==> config.mk <==
export PLATFORM = sky130hd
export DESIGN_NAME = video_gen
export DESIGN_NICKNAME = d
export VERILOG_FILES = /design/src/hw/video_pkg.sv /design/src/hw/text_plane.sv /design/src/hw/vgen_regs.sv /design/src/hw/video_gen.sv /design/src/hw/video_timing.sv
export SDC_FILE = /design/constraint.sdc
export NUM_CORES = 1
export LEC_CHECK = 0
export ABC_AREA = 0
export BUFFER_PORTS_ARGS = -buffer_cell sky130_fd_sc_hd__buf_2
export CORE_MARGIN = 2
export CORE_UTILIZATION = 54
export CTS_BUF_LIST = sky130_fd_sc_hd__clkbuf_4 sky130_fd_sc_hd__clkbuf_8
export CTS_CLUSTER_SIZE = 24
export DETAILED_ROUTE_END_ITERATION = 6
export PLACE_DENSITY_LB_ADDON = 0.12
export SYNTH_ARGS = -nofsm -noshare
export SYNTH_HDL_FRONTEND = slang
export SYNTH_SLANG_ARGS = --single-unit
==> constraint.sdc <==
create_clock -name clk -period 2.76 [get_ports clk]
set_input_delay 0.414 -clock clk [delete_from_list [all_inputs] [get_ports clk]]
set_output_delay 0.414 -clock clk [all_outputs]
set_load 0.1 [all_outputs]
==> src/hw/video_pkg.sv <==
// ########################################
// video generator shared definitions
// register numbers, beam and config types, default 640x480 timing
// ########################################

package video_pkg;

    typedef enum logic [3:0] {
        DISPSTART  = 4'd0,                      // tile row start address (word)
        DISPWIDTH  = 4'd1,                      // words per tile row
        FONTCTRL   = 4'd3,                      // font bank and cell height
        R_WIDTH    = 4'd8,                      // visible width, read only
        R_HEIGHT   = 4'd9,                      // visible height, read only
        R_SCANLINE = 4'd11                      // live beam position, read only
    } vgen_reg_e;

    typedef enum logic [1:0] {
        PRE_SYNC  = 2'b00,                      // front porch
        SYNC      = 2'b01,                      // sync pulse
        POST_SYNC = 2'b10,                      // back porch
        VISIBLE   = 2'b11                       // active pixels
    } vstate_e;

    typedef struct packed {
        logic [15:0] start_addr;                // word address of first tile row
        logic [15:0] line_width;                // words per tile row
        logic [5:0]  font_bank;                 // font RAM bank
        logic [3:0]  font_height;               // last row index of a cell
    } vgen_cfg_t;

    typedef struct packed {
        logic        h_visible;                 // beam in visible columns
        logic        v_visible;                 // beam on a visible line
        logic        line_end;                  // last pixel of a line
        logic        frame_end;                 // last pixel of a frame
        logic        fetch_start;               // first cycle of line fetch
        logic        fetch_active;              // tile fetch window
        logic [10:0] v_count;                   // current line
    } beam_t;

    // 640x480 at 25.175 MHz
    localparam int unsigned DEF_H_VISIBLE = 640;
    localparam int unsigned DEF_H_FRONT   = 16;
    localparam int unsigned DEF_H_SYNC    = 96;
    localparam int unsigned DEF_H_BACK    = 48;
    localparam int unsigned DEF_V_VISIBLE = 480;
    localparam int unsigned DEF_V_FRONT   = 10;
    localparam int unsigned DEF_V_SYNC    = 2;
    localparam int unsigned DEF_V_BACK    = 33;
    localparam bit          DEF_H_SYNC_POL = 1'b0;     // negative hsync
    localparam bit          DEF_V_SYNC_POL = 1'b0;     // negative vsync

    localparam int unsigned FETCH_LEAD = 7;     // fetch_start to first pixel
    localparam int unsigned TILE_W     = 8;     // pixels per tile

endpackage

==> src/hw/text_plane.sv <==
// ########################################
// text plane, tile and font fetch pipeline
// shifts font rows out as palette indices
// ########################################
`timescale 1ns/10ps

module text_plane (
    input  wire logic                   clk,
    input  wire logic                   reset_i,
    input  wire video_pkg::vgen_cfg_t   cfg_i,          // display config
    input  wire video_pkg::beam_t       beam_i,         // beam events
    input  wire logic                   video_en_i,     // frame enable from timing
    input  wire logic [15:0]            vram_data_i,    // tile word, cycle after select
    input  wire logic [15:0]            fontram_data_i, // font word, cycle after select
    output logic                        vram_sel_o,
    output logic                        fontram_sel_o,
    output logic [15:0]                 vram_addr_o,
    output logic [11:0]                 fontram_addr_o,
    output logic [3:0]                  pal_index_o     // pixel color index
);

    localparam int unsigned TW = video_pkg::TILE_W;

    logic          fetch_start_q;               // clears phase one cycle late
    logic [2:0]    phase;                       // tile cycle 0..7
    logic [15:0]   tile_addr;                   // next tile word to fetch
    logic [15:0]   row_addr;                    // first word of current tile row
    logic [3:0]    cell_row;                    // row within the font cell
    logic [15:0]   font_addr;
    logic [7:0]    saved_attr;                  // attribute of tile in flight
    logic [7:0]    attr;                        // attribute of tile shifting out
    logic [TW-1:0] shift_q;                     // font row, msb is current pixel

    // 16 high cells use 3 word bits of the row, so one less bank bit
    always_comb begin
        if (cfg_i.font_height[3]) begin
            font_addr = {cfg_i.font_bank[5:1], vram_data_i[7:0], cell_row[3:1]};
        end else begin
            font_addr = {cfg_i.font_bank, vram_data_i[7:0], cell_row[2:1]};
        end
    end

    always_ff @(posedge clk) begin
        if (reset_i) begin
            fetch_start_q <= 1'b0;
            phase         <= 3'd0;
            tile_addr     <= 16'h0000;
            row_addr      <= 16'h0000;
            cell_row      <= 4'd0;
            vram_sel_o    <= 1'b0;
            fontram_sel_o <= 1'b0;
            pal_index_o   <= 4'h0;
        end else begin
            fetch_start_q <= beam_i.fetch_start;
            phase         <= fetch_start_q ? 3'd0 : phase + 3'd1;
            vram_sel_o    <= 1'b0;              // selects are single cycle strobes
            fontram_sel_o <= 1'b0;
            pal_index_o   <= shift_q[TW-1] ? attr[3:0] : attr[7:4];   // fore : back

            if (beam_i.fetch_active) begin
                case (phase)
                    3'd0: begin
                        vram_sel_o <= video_en_i;       // tile word read
                        tile_addr  <= tile_addr + 16'd1;
                    end
                    3'd2: begin
                        fontram_sel_o <= video_en_i;    // font row read
                    end
                    default: begin
                    end
                endcase
            end

            if (beam_i.line_end) begin
                if (cell_row == cfg_i.font_height) begin
                    cell_row  <= 4'd0;          // step to next tile row
                    row_addr  <= row_addr + cfg_i.line_width;
                    tile_addr <= row_addr + cfg_i.line_width;
                end else begin
                    cell_row  <= cell_row + 4'd1;
                    tile_addr <= row_addr;      // same tiles again
                end
            end

            if (beam_i.frame_end) begin
                cell_row  <= 4'd0;
                row_addr  <= cfg_i.start_addr;
                tile_addr <= cfg_i.start_addr;
            end
        end
    end

    // memory addresses and pixel data path
    always_ff @(posedge clk) begin
        shift_q <= {shift_q[TW-2:0], 1'b0};
        case (phase)
            3'd0: begin
                vram_addr_o <= tile_addr;
            end
            3'd2: begin
                saved_attr     <= vram_data_i[15:8];
                fontram_addr_o <= font_addr[11:0];
            end
            3'd4: begin
                shift_q <= cell_row[0] ? fontram_data_i[7:0] : fontram_data_i[15:8];
                attr    <= saved_attr;
            end
            default: begin
            end
        endcase
    end

endmodule

==> src/hw/vgen_regs.sv <==
// ########################################
// display config registers
// write decode and registered read mux
// ########################################
`timescale 1ns/10ps

module vgen_regs #(
    parameter int unsigned H_VISIBLE = video_pkg::DEF_H_VISIBLE,
    parameter int unsigned V_VISIBLE = video_pkg::DEF_V_VISIBLE
) (
    input  wire logic               clk,
    input  wire logic               reset_i,
    input  wire logic               reg_wr_i,       // write strobe
    input  wire logic [3:0]         reg_num_i,      // register number
    input  wire logic [15:0]        reg_data_i,     // write data
    input  wire video_pkg::beam_t   beam_i,         // for scanline reads
    output video_pkg::vgen_cfg_t    cfg_o,          // live config
    output logic [15:0]             reg_data_o      // read data, one cycle late
);

    always_ff @(posedge clk) begin
        if (reset_i) begin
            cfg_o.start_addr  <= 16'h0000;
            cfg_o.line_width  <= 16'(H_VISIBLE / video_pkg::TILE_W);   // one tile row per line
            cfg_o.font_bank   <= 6'd0;
            cfg_o.font_height <= 4'd15;         // 8x16 cells
        end else if (reg_wr_i) begin
            case (reg_num_i)
                video_pkg::DISPSTART: begin
                    cfg_o.start_addr <= reg_data_i;
                end
                video_pkg::DISPWIDTH: begin
                    cfg_o.line_width <= reg_data_i;
                end
                video_pkg::FONTCTRL: begin
                    cfg_o.font_bank   <= reg_data_i[15:10];
                    cfg_o.font_height <= reg_data_i[3:0];
                end
                default: begin
                end
            endcase
        end
    end

    // read mux, registered every cycle
    always_ff @(posedge clk) begin
        case (reg_num_i)
            video_pkg::DISPSTART:  reg_data_o <= cfg_o.start_addr;
            video_pkg::DISPWIDTH:  reg_data_o <= cfg_o.line_width;
            video_pkg::FONTCTRL:   reg_data_o <= {cfg_o.font_bank, 6'b000000, cfg_o.font_height};
            video_pkg::R_WIDTH:    reg_data_o <= 16'(H_VISIBLE);
            video_pkg::R_HEIGHT:   reg_data_o <= 16'(V_VISIBLE);
            video_pkg::R_SCANLINE: begin
                // top bits set while blanking
                reg_data_o <= {~beam_i.v_visible, ~beam_i.h_visible, 3'b000, beam_i.v_count};
            end
            default:               reg_data_o <= 16'h0000;
        endcase
    end

endmodule

==> src/hw/video_gen.sv <==
// ########################################
// text mode video generator top level
// ########################################
`timescale 1ns/10ps

module video_gen #(
    parameter int unsigned H_VISIBLE  = video_pkg::DEF_H_VISIBLE,
    parameter int unsigned H_FRONT    = video_pkg::DEF_H_FRONT,
    parameter int unsigned H_SYNC     = video_pkg::DEF_H_SYNC,
    parameter int unsigned H_BACK     = video_pkg::DEF_H_BACK,
    parameter int unsigned V_VISIBLE  = video_pkg::DEF_V_VISIBLE,
    parameter int unsigned V_FRONT    = video_pkg::DEF_V_FRONT,
    parameter int unsigned V_SYNC     = video_pkg::DEF_V_SYNC,
    parameter int unsigned V_BACK     = video_pkg::DEF_V_BACK,
    parameter bit          H_SYNC_POL = video_pkg::DEF_H_SYNC_POL,
    parameter bit          V_SYNC_POL = video_pkg::DEF_V_SYNC_POL
) (
    input  wire logic        clk,               // pixel clock
    input  wire logic        reset_i,
    input  wire logic        enable_i,          // 0 blanks from next frame
    input  wire logic        vgen_reg_wr_i,
    input  wire logic [3:0]  vgen_reg_num_i,
    input  wire logic [15:0] vgen_reg_data_i,
    output logic      [15:0] vgen_reg_data_o,
    input  wire logic [15:0] vram_data_i,
    input  wire logic [15:0] fontram_data_i,
    output logic             vram_sel_o,
    output logic      [15:0] vram_addr_o,
    output logic             fontram_sel_o,
    output logic      [11:0] fontram_addr_o,
    output logic      [3:0]  pal_index_o,
    output logic             hsync_o,
    output logic             vsync_o,
    output logic             dv_de_o
);

    video_pkg::beam_t     beam;                 // beam position and events
    video_pkg::vgen_cfg_t cfg;                  // live display config
    logic                 frame_en;

    video_timing #(
        .H_VISIBLE(H_VISIBLE), .H_FRONT(H_FRONT), .H_SYNC(H_SYNC), .H_BACK(H_BACK),
        .V_VISIBLE(V_VISIBLE), .V_FRONT(V_FRONT), .V_SYNC(V_SYNC), .V_BACK(V_BACK),
        .H_SYNC_POL(H_SYNC_POL), .V_SYNC_POL(V_SYNC_POL)
    ) timing0 (
        .clk(clk), .reset_i(reset_i), .enable_i(enable_i), .beam_o(beam),
        .hsync_o(hsync_o), .vsync_o(vsync_o), .dv_de_o(dv_de_o), .frame_en_o(frame_en)
    );

    vgen_regs #(
        .H_VISIBLE(H_VISIBLE), .V_VISIBLE(V_VISIBLE)
    ) regs0 (
        .clk(clk), .reset_i(reset_i), .reg_wr_i(vgen_reg_wr_i),
        .reg_num_i(vgen_reg_num_i), .reg_data_i(vgen_reg_data_i), .beam_i(beam),
        .cfg_o(cfg), .reg_data_o(vgen_reg_data_o)
    );

    text_plane text0 (
        .clk(clk), .reset_i(reset_i), .cfg_i(cfg), .beam_i(beam), .video_en_i(frame_en),
        .vram_data_i(vram_data_i), .fontram_data_i(fontram_data_i),
        .vram_sel_o(vram_sel_o), .fontram_sel_o(fontram_sel_o),
        .vram_addr_o(vram_addr_o), .fontram_addr_o(fontram_addr_o),
        .pal_index_o(pal_index_o)
    );

endmodule

==> src/hw/video_timing.sv <==
// ########################################
// beam timing, h and v sync state machines
// also makes beam events and the fetch window
// ########################################
`timescale 1ns/10ps

module video_timing #(
    parameter int unsigned H_VISIBLE  = video_pkg::DEF_H_VISIBLE,
    parameter int unsigned H_FRONT    = video_pkg::DEF_H_FRONT,
    parameter int unsigned H_SYNC     = video_pkg::DEF_H_SYNC,
    parameter int unsigned H_BACK     = video_pkg::DEF_H_BACK,
    parameter int unsigned V_VISIBLE  = video_pkg::DEF_V_VISIBLE,
    parameter int unsigned V_FRONT    = video_pkg::DEF_V_FRONT,
    parameter int unsigned V_SYNC     = video_pkg::DEF_V_SYNC,
    parameter int unsigned V_BACK     = video_pkg::DEF_V_BACK,
    parameter bit          H_SYNC_POL = video_pkg::DEF_H_SYNC_POL,
    parameter bit          V_SYNC_POL = video_pkg::DEF_V_SYNC_POL
) (
    input  wire logic           clk,
    input  wire logic           reset_i,
    input  wire logic           enable_i,       // sampled at frame end
    output video_pkg::beam_t    beam_o,         // beam position and events
    output logic                hsync_o,
    output logic                vsync_o,
    output logic                dv_de_o,        // display enable
    output logic                frame_en_o      // enable held for this frame
);

    localparam logic [10:0] H_OFF   = 11'(H_FRONT + H_SYNC + H_BACK);   // blank columns
    localparam logic [10:0] H_TOTAL = 11'(H_FRONT + H_SYNC + H_BACK + H_VISIBLE);
    localparam logic [10:0] V_TOTAL = 11'(V_VISIBLE + V_FRONT + V_SYNC + V_BACK);
    localparam logic [10:0] FETCH_BEGIN = H_OFF - 11'(video_pkg::FETCH_LEAD);
    localparam logic [10:0] FETCH_END   = H_TOTAL - 11'(video_pkg::FETCH_LEAD);

    video_pkg::vstate_e h_state;
    video_pkg::vstate_e v_state;
    logic [10:0]        h_count;
    logic [10:0]        v_count;
    logic [10:0]        h_bound;                // last count of current h state
    logic [10:0]        v_bound;                // last line of current v state
    logic               h_step;
    logic               v_step;
    logic               line_end;
    logic               frame_end;

    // line is front porch, sync, back porch, then visible
    always_comb begin
        case (h_state)
            video_pkg::PRE_SYNC:  h_bound = 11'(H_FRONT - 1);
            video_pkg::SYNC:      h_bound = 11'(H_FRONT + H_SYNC - 1);
            video_pkg::POST_SYNC: h_bound = H_OFF - 11'd1;
            default:              h_bound = H_TOTAL - 11'd1;
        endcase
    end

    // frame is visible first, blanking at the bottom
    always_comb begin
        case (v_state)
            video_pkg::VISIBLE:  v_bound = 11'(V_VISIBLE - 1);
            video_pkg::PRE_SYNC: v_bound = 11'(V_VISIBLE + V_FRONT - 1);
            video_pkg::SYNC:     v_bound = 11'(V_VISIBLE + V_FRONT + V_SYNC - 1);
            default:             v_bound = V_TOTAL - 11'd1;
        endcase
    end

    always_comb begin
        h_step    = (h_count == h_bound);
        line_end  = h_step && (h_state == video_pkg::VISIBLE);
        v_step    = line_end && (v_count == v_bound);           // v only moves at line end
        frame_end = v_step && (v_state == video_pkg::POST_SYNC);

        beam_o.h_visible    = (h_state == video_pkg::VISIBLE);
        beam_o.v_visible    = (v_state == video_pkg::VISIBLE);
        beam_o.line_end     = line_end;
        beam_o.frame_end    = frame_end;
        beam_o.fetch_start  = beam_o.v_visible && (h_count == FETCH_BEGIN);
        beam_o.fetch_active = beam_o.v_visible && (h_count >= FETCH_BEGIN)
                              && (h_count < FETCH_END);        // no fetch past last tile
        beam_o.v_count      = v_count;
    end

    always_ff @(posedge clk) begin
        if (reset_i) begin
            h_state    <= video_pkg::PRE_SYNC;
            v_state    <= video_pkg::VISIBLE;
            h_count    <= 11'd0;
            v_count    <= 11'd0;
            frame_en_o <= 1'b1;                 // video on out of reset
            hsync_o    <= 1'b0;
            vsync_o    <= 1'b0;
            dv_de_o    <= 1'b0;
        end else begin
            h_count <= line_end ? 11'd0 : h_count + 11'd1;
            if (h_step) begin
                h_state <= video_pkg::vstate_e'(h_state + 2'd1);  // wraps visible to pre sync
            end
            if (line_end) begin
                v_count <= frame_end ? 11'd0 : v_count + 11'd1;
            end
            if (v_step) begin
                v_state <= video_pkg::vstate_e'(v_state + 2'd1);
            end
            if (frame_end) begin
                frame_en_o <= enable_i;         // takes effect on next frame
            end

            // outputs lag the beam by one cycle
            hsync_o <= (h_state == video_pkg::SYNC) ? H_SYNC_POL : ~H_SYNC_POL;
            vsync_o <= (v_state == video_pkg::SYNC) ? V_SYNC_POL : ~V_SYNC_POL;
            dv_de_o <= frame_en_o && beam_o.h_visible && beam_o.v_visible;
        end
    end

endmodule

# Word-level counts from Yosys, hierarchy flattened
# Cells that the tools add are included.
# word_totals
ff_bits,186
in_bits,56
output_inout_bits,53
elab_cells,101
# classes
n_addsub,8
n_lt_le_gt_ge,2
n_eq_ne,17
mux,18
bitwise_logic,5
n_reduce_logical,24
# ops
op,n
$mux W16,7
$pmux W16 S6,1
$pmux W10 S3,2
$add A11 B1 Y11 const B,2
$eq A11 B10 Y1,2
$mux W11,2
$add A16 B1 Y16 const B,1
$add A16 B16 Y16,1
$mux W8,2
$eq A4 B4 Y1 const B,3
$eq A11 B8 Y1 const B,1
$ge A11 B8 Y1 const B,1
$lt A11 B10 Y1 const B,1
$eq A2 B2 Y1 const B,4
$logic_and A1 B1 Y1,8
$mux W4,2
$reduce_and A2 Y1,4
$reduce_bool A3 Y1,2
$reduce_or A2 Y1,3
$reduce_or A3 Y1,2
$not A1 Y1,5
$add A2 B1 Y2 const B,2
$add A4 B1 Y4 const B,1
$eq A2 B1 Y1 const B,2
other kinds (11),13

# Depth between registers and ports, before layout
# Gate-level depths: netlist of the first run.
# depth
ltp_word,8
ltp_mapped,12
mapped_depth_nobuf,10

# Modules after synthesis
# Synthesis of the first run repeated with hierarchy kept, for this count alone.
# unflattened
hier_cells,944
hier_area_um2,9270.1
# by_module_without_submodules
module,instances,cells_each,area_per_inst_um2,seq_area_each_um2
text_plane,1,507,5004.8,2402.3
vgen_regs,1,249,2578.7,1161.1
video_timing,1,188,1686.6,600.6

# Worst setup path before layout of the first run
# No wires, ideal clock.
# synth_timing
path_type,reg-to-reg
start,reg text0.phase[0]
end,reg text0.tile_addr[12]
setup_time_ns,0.126
arrival_time_ns,2.476
t_required_ns,2.634
path_slack_ns,0.158
path_stages_with_launch,10
path_buffers,0
period_less_slack_ns,2.602
path_cell_list,dfxtp_1 > inv_1 > ha_1 > nor2b_1 > nand2_1 > nor2_4 > and4_1 > nor2_1 > o32ai_1 > a21oi_1
# synth_via
elab_chain_cells,3
# synth_lines
element,line_no,source
from (decl),text_plane.sv:25,logic [2:0] phase;
from (signal assigned),text_plane.sv:55,phase <= fetch_start_q ? 3'd0 : phase + 3'd1;
$logic_not A3 Y1,text_plane.sv:61,case (phase)
$reduce_bool A3 Y1 (no line),n/a,
$reduce_and A2 Y1 (no line),n/a,
to (signal assigned),text_plane.sv:64,tile_addr <= tile_addr + 16'd1;
to (signal assigned),text_plane.sv:78,tile_addr <= row_addr + cfg_i.line_width;
to (signal assigned),text_plane.sv:81,tile_addr <= row_addr;
to (decl),text_plane.sv:26,logic [15:0] tile_addr;
# No other way between the ends.
# A chain may end at the register's enable or synchronous reset.

# Worst setup path after layout of the first run
# layout_timing
start,reg timing0.v_state[0]
end,reg text0.tile_addr[7]
# layout_via
elab_chain_cells,7
elab_cells_between_ends,14
cone_classes,eq/ne: 4; mux: 2; reduce/logical: 8
# layout_lines
element,line_no,source
from (decl),video_timing.sv:36,video_pkg::vstate_e v_state;
from (signal assigned),video_timing.sv:85,v_state <= video_pkg::VISIBLE;
from (signal assigned),video_timing.sv:101,v_state <= video_pkg::vstate_e'(v_state + 2'd1);
"$eq A2 B1 Y1, or another cell as far along",video_timing.sv:58,case (v_state)
$pmux W10 S3,video_timing.sv:58,
$eq A11 B10 Y1,video_timing.sv:69,v_step = line_end && (v_count == v_bound);
$logic_and A1 B1 Y1,video_timing.sv:69,
$logic_and A1 B1 Y1,video_timing.sv:70,frame_end = v_step && (v_state == video_pkg::POST_SYNC);
$reduce_bool A3 Y1 (no line),n/a,
$reduce_and A2 Y1 (no line),n/a,
to (signal assigned),text_plane.sv:78,
to (signal assigned),text_plane.sv:81,
to (signal assigned),text_plane.sv:88,tile_addr <= cfg_i.start_addr;
# Parallel ways exist; a longest one is shown, timed or not.

==> results of run 1 <==
-- timing repair --
| action | in CTS | in global routing |
|---|---|---|
| pin swaps | 0 | 1 |
| resized for setup | 1 | 12 |
| endpoints found under the setup margin | 1 | 20 |
-- Yosys cell counts, drive strengths merged, types with 16 or more instances --
library cell	number
a211oi	16
a21oi	77
clkbuf	35
dfxtp	142
edfxtp	44
ha	33
mux2i	19
nand2	151
nand3	31
nor2	87
nor3	16
o21ai	37
xnor2	27
xor2	17
-- final cells by class --
| class | instances | area share, % |
|---|---|---|
| Multi-Input combinational cell | 671 | 42.22 |
| Sequential cell | 186 | 42.19 |
| Timing Repair Buffer | 143 | 8.138 |
| Tap cell | 211 | 2.675 |
| Clock buffer | 19 | 2.523 |
| Clock inverter | 13 | 1.686 |
| Inverter | 15 | 0.5704 |
-- sequential cells by signal, summed over array words and instances, names as in the netlist, 3 cells and up --
signal	flops
text0.fontram_addr_o	12
text0.row_addr	16
text0.saved_attr	8
timing0.h_count	11
text0.phase	3
text0.vram_addr_o	16
text0.cell_row	4
text0.attr	8
text0.tile_addr	16
regs0.reg_data_o	16
regs0.cfg_o	42
text0.shift_q	8
timing0.v_count	11
text0.pal_index_o	4
-- cell usage in the layout (no fill, tap or decap), types with 15 or more instances in the layout --
cell type and count:
xnor2_1 27, nand2_1 150, buf_2 108, nor2_1 85, buf_4 35, o21ai_0 31
dfxtp_1 142, edfxtp_1 44, xor2_1 17, ha_1 32, clkbuf_8 17, nand3_1 30
a21oi_1 77, mux2i_1 19, inv_1 15
-- per-layer routing --
layer	GRT usage [%]	wire [microns]	up-vias
li1	-	-	3501
met1	36.12	9692	3344
met2	40.22	9691	233
met3	4.253	1235	33
met4	8.349	424	0
met5	0	0	-
-- cell families (layout without fill, tap and decap cells) --
group | count (synthesis) | in the layout | synth area share (%)
simple gates | 358 | 358 | 19.60
compound gates | 204 | 204 | 15.31
flops | 186 | 186 | 48.82
xor+xnor | 44 | 44 | 4.518
mux | 31 | 31 | 3.814
buf+inv | 60 | 190 | 2.860
fa+ha+maj | 34 | 34 | 5.076
-- power groups by stage --
stage	Combinational (mW)	Sequential [mW]	Clock, mW
global route	0.661	2.93	2.05
floorplan	0.159	3.30	0
global placement	0.626	2.98	0
detailed placement	0.628	2.98	0
finish	0.626	2.92	1.91
CTS	0.629	2.92	1.94
-- worst max-delay path, delay by kind of cell, from the launching register on --
kind / cells / cell delay [ps]
buffers and inverters: 1 / 70
AND/OR/NAND/NOR: 2 / 860
flip-flops: 1 / 340
adder cells (fa/ha/maj): 1 / 210
AO/OA/AOI/OAI: 5 / 1060
-- stage by stage --
stage | setup WS [ps] | instance area (sq um) | power, mW | cells | hold WS (ps)
global route | 6.924 | 9871 | 5.642 | 1258 | 95.54
global placement | 64.70 | 9418 | 3.609 | 1226 | 401.9
CTS | 92.20 | 9833 | 5.493 | 1258 | 101.3
finish | 136.2 | 9871 | 5.461 | 1258 | 120.2
floorplan | 158.3 | 8529 | 3.463 | 917 | 400.3
detailed placement | 25.05 | 9418 | 3.613 | 1226 | 405.2
-- path summary, 6_finish.rpt --
path / to / start
min: text0.saved_attr[3] / vram_data_i[11]
min reg2reg: text0.attr[5] / text0.saved_attr[5]
max: text0.tile_addr[7] / timing0.v_state[0]
max reg2reg: text0.tile_addr[7] / timing0.v_state[0]
==> results.cfg, run 1 <==
[cts]
cts_setup_buffers = 0
clkSlewWorstSetupHoldPaths_ps = 100
numCtsBuffers = 17
htree_levels = 4
clk_latency_ps = 460
cts_hold_buffers = 0
clockRootBuffer = clkbuf_8
cts_tree = done
cts_sinks = 186
clockBufferDepth = 2

[power]
p_seq_share_pct = 53.5
switching_share_pct = 27.88
p_per_area_nw_per_um2 = 553.2
p_clk_share_pct = 35.0
p_leak_nw = 3.885
peakVddDrop_uv = 388.5
intPower_mw = 3.939
combPwrFrac_pct = 11.5
switchingPower_mw = 1.522

[logic_synthesis]
synth_top_cell_area_share_pct = 33.33
synth_warnings = 0
synth_cell_type_count = 70
syn_nets = 1007
ys_ff_latch = 186
ys_top_cells_by_area = dfxtp_1 33%, edfxtp_1 15%, nand2_1 6.6%, ha_1 4.8%, a21oi_1 4.5%
ys_seq_area_share_pct = 48.82
async_reset_ff_share_pct = 0
syn_avg_cell_area_sq_um = 9.301
synth_area_sq_um = 8529
synth-edff-count = 44
yosysTopAreaCell = dfxtp_1
synth_flop_cell = dfxtp_1
syn_inst = 917

[drt]
antenna_left = 0
drt-initial-drc-count = 635
firstDrtPassIters = 5
viasPerCell = 5.653
drc = 0
routed_wl_microns = 21040
dr_total_vias = 7111
routedWlPerCell_microns = 16.73

[final_layout]
final-seq-area_sq_um = 4164
nets = 1124
finish.utilization_pct = 64.45
multi_input_area_sq_um = 4168
drive_above_1_share_pct = 20.06
area_growth_pct = 15.73
insertedDiodeCount = 0
n_fill_cell = 1354

[timing]
fmaxAchievable_mhz = 381.1
final_hold_viol_count = 0
drv_slew = 0
period_share_pct = 95.07
relSlewSlack_pct = 41.78
tightest_slew_ps = 866.6
setup_viol_count_final = 0
skew_ps = 10.17
rsz0062_at_grt = no
fin_crit_ps = 2624
tns_ps = 0

[worst_setup_path]
cp-start-kind = register
path_class = reg2reg
path_max_fanout = 11
max_stage_delay_ps = 490
cp_slowest_cell = or4b_1
crit_path_end_kind = register
r2r_slack_ps = 140
rr_worst_depth = 9
required_ps = 3130
arrival_ps = 3000
path_cells = inv_1 -> ha_1 -> or4b_1 -> a211o_1 -> or2_1 -> o211ai_1 -> o21ai_1 -> a21oi_1 -> a21boi_0

[global_routing]
grt_pass1_wl_microns = 33330
grtUsageTotal_pct = 25.57
overflow = 0
grt_pass1_vias = 6417
grt_max_degree = 39
antenna_found_initial = 0

[floorplan]
rows = 45
ios = 109
start_util_pct = 55.69
die_h_microns = 129.7
die_area_sq_um = 16820
die_w_microns = 129.7
core_area_sq_um = 15310

[hold_path]
whs_path_depth = 1
hp-class = in2reg

[placement]
gp_congestion = 0.8854
dpl.hpwl_microns = 15450
portBuffers = 108

[run]
maxCapViolCount = 0

[status]
status = finished, final reports clean
Note: power is estimated with default switching activity, not from simulation.
==> run 2, diff against run 1 <==
--- a/config.mk
+++ b/config.mk
@@ -13,6 +13,7 @@
 export CTS_CLUSTER_SIZE = 24
 export DETAILED_ROUTE_END_ITERATION = 6
 export PLACE_DENSITY_LB_ADDON = 0.12
+export REMOVE_ABC_BUFFERS = 1
 export SYNTH_ARGS = -nofsm -noshare
 export SYNTH_HDL_FRONTEND = slang
 export SYNTH_SLANG_ARGS = --single-unit
==> results.cfg, run 2 (synthesis results as in run 1) <==
[power]
p_per_area_nw_per_um2 = 550.5
switching_share_pct = 28.54
power.total_mw = 5.493
p_leak_nw = 3.948
combPwrFrac_pct = 11.5
p_seq_share_pct = 53.2
switchingPower_mw = 1.568
intPower_mw = 3.926
p_clk_share_pct = 35.3
peakVddDrop_uv = 362.7

[final_layout]
nets = 1136
final-seq-area_sq_um = 4164
n_fill_cell = 1338
regMostFlops = regs0.cfg_o
layout_common_cells = 150 x nand2_1, 142 x dfxtp_1, 108 x buf_2
largest_reg_flops = 42
final_cells = 1270
fin_area_sq_um = 9980
layout_commonest_cell = nand2_1
multi_input_area_sq_um = 4151
insertedDiodeCount = 0
area_growth_pct = 17.00
drive_above_1_share_pct = 20.59
finish.utilization_pct = 65.16

[timing]
relSlewSlack_pct = 54.08
tightest_slew_ps = 687.1
period_share_pct = 93.37
fin_crit_ps = 2577
setup_viol_count_final = 0
skew_ps = 14.72
fmaxAchievable_mhz = 388.1
tns_ps = 0
drv_slew = 0
final_hold_viol_count = 0
rsz0062_at_grt = yes

[cts]
cts_tree = done
cts_hold_buffers = 0
clockBufferDepth = 2
clockRootBuffer = clkbuf_8
numCtsBuffers = 17
clk_latency_ps = 480
htree_levels = 4
cts_sinks = 186
clkSlewWorstSetupHoldPaths_ps = 100
cts_setup_buffers = 0

[global_routing]
grt_pass1_wl_microns = 35150
overflow = 0
grtUsageTotal_pct = 27.24
antenna_found_initial = 0
grt_pass1_vias = 6873
grt_max_degree = 31

[run]
maxCapViolCount = 0

[floorplan]
die_area_sq_um = 16820
die_h_microns = 129.7
ios = 109
start_util_pct = 55.69
die_w_microns = 129.7
rows = 45
core_area_sq_um = 15310

[worst_setup_path]
path_max_fanout = 3
crit_path_end = text0.tile_addr[4]
r2r_slack_ps = 180
arrival_ps = 2940
worstReg2RegStart = regs0.cfg_o[10]
cp-start-kind = register
critical_path.startpoint = regs0.cfg_o[10]
rr_worst_depth = 10
crit_path_end_kind = register
required_ps = 3130
rr_endpoint = text0.tile_addr[4]
path_class = reg2reg

[drt]
routedWlPerCell_microns = 17.29
viasPerCell = 5.705
antenna_left = 0
drc = 0
firstDrtPassIters = 6
drt-initial-drc-count = 562
routed_wl_microns = 21950
dr_total_vias = 7245

[status]
status = finished, final reports clean

[hold_path]
hp-class = in2reg

[placement]
dpl.hpwl_microns = 16250
dpl_cell_area_sq_um = 9533
gp_congestion = 0.9500
portBuffers = 108
place_inst = 1238
## run 2: cell count changes in the layout (fill, tap and decap cells not counted), sizes merged
cell      previous run  this run
clkinvlp             2         4
clkbuf              19        17
clkinv               3         4
inv                 20        19
buf                143       155
## run 2: what timing repair did
item | 4_1_cts | 5_1_grt
pin swaps | 0 | 0
endpoints found under the setup margin | 1 | 10
gates resized for setup | 1 | 8
## run 2: per-stage QoR
| stage | setup slack, ps | hold slack [ps] |
|---|---|---|
| 2_1_floorplan | -291.5 | 400.3 |
| 3_3_place_gp | -7.073 | 401.4 |
| 3_5_place_dp | -31.74 | 407.1 |
| 4_1_cts | 65.13 | 83.98 |
| 5_1_grt | -85.10 | 78.64 |
| 6_report | 183.1 | 99.37 |
## run 2: critical path, stage by stage, from the launching register on
cell and delay [ps]:
dfxtp_1 340, ha_1 240, fa_1 410, a211oi_2 270, nor2_1 90, o21a_1 210
o21ai_0 150, o21ai_0 160, o21ai_1 150, a21oi_1 80, a2111oi_1 360
## run 2: metal layers
metal | share of wire, % | vias up | global-route usage (%)
met3 | 7.4 | 35 | 6.152
li1 | - | 3517 | -
met4 | 1.6 | 0 | 9.298
met5 | 0 | - | 0
met1 | 45 | 3445 | 36.69
met2 | 46 | 248 | 43.55
## run 2: power groups by stage
stage          Sequential, mW  Combinational (mW)  Clock, mW
3_5_place_dp             2.98               0.634          0
6_report                 2.92               0.634       1.94
5_1_grt                  2.93               0.666       2.07
2_1_floorplan            3.31               0.128          0
4_1_cts                  2.92               0.635       1.97
3_3_place_gp             2.98               0.629          0
## run 2: cell type report
cell class,count,area share (%)
flip-flops and latches,186,41.73
multi-input cells,671,41.60
repair buffers,155,9.203
well taps,211,2.645
clock buffers,17,2.345
clock inverters,15,1.918
inverters,15,0.5642
## run 2: how the worst min path moves through the flow
stage,to,slack (ps),startpoint,cells after the start
6_report,text0.saved_attr[1],100,vram_data_i[9],1
3_3_place_gp,text0.attr[1],400,text0.saved_attr[1],0
5_1_grt,text0.saved_attr[1],80,vram_data_i[9],1
3_5_place_dp,text0.attr[4],410,text0.saved_attr[4],0
2_1_floorplan,text0.attr[0],400,text0.saved_attr[0],0
4_1_cts,text0.saved_attr[1],80,vram_data_i[9],1
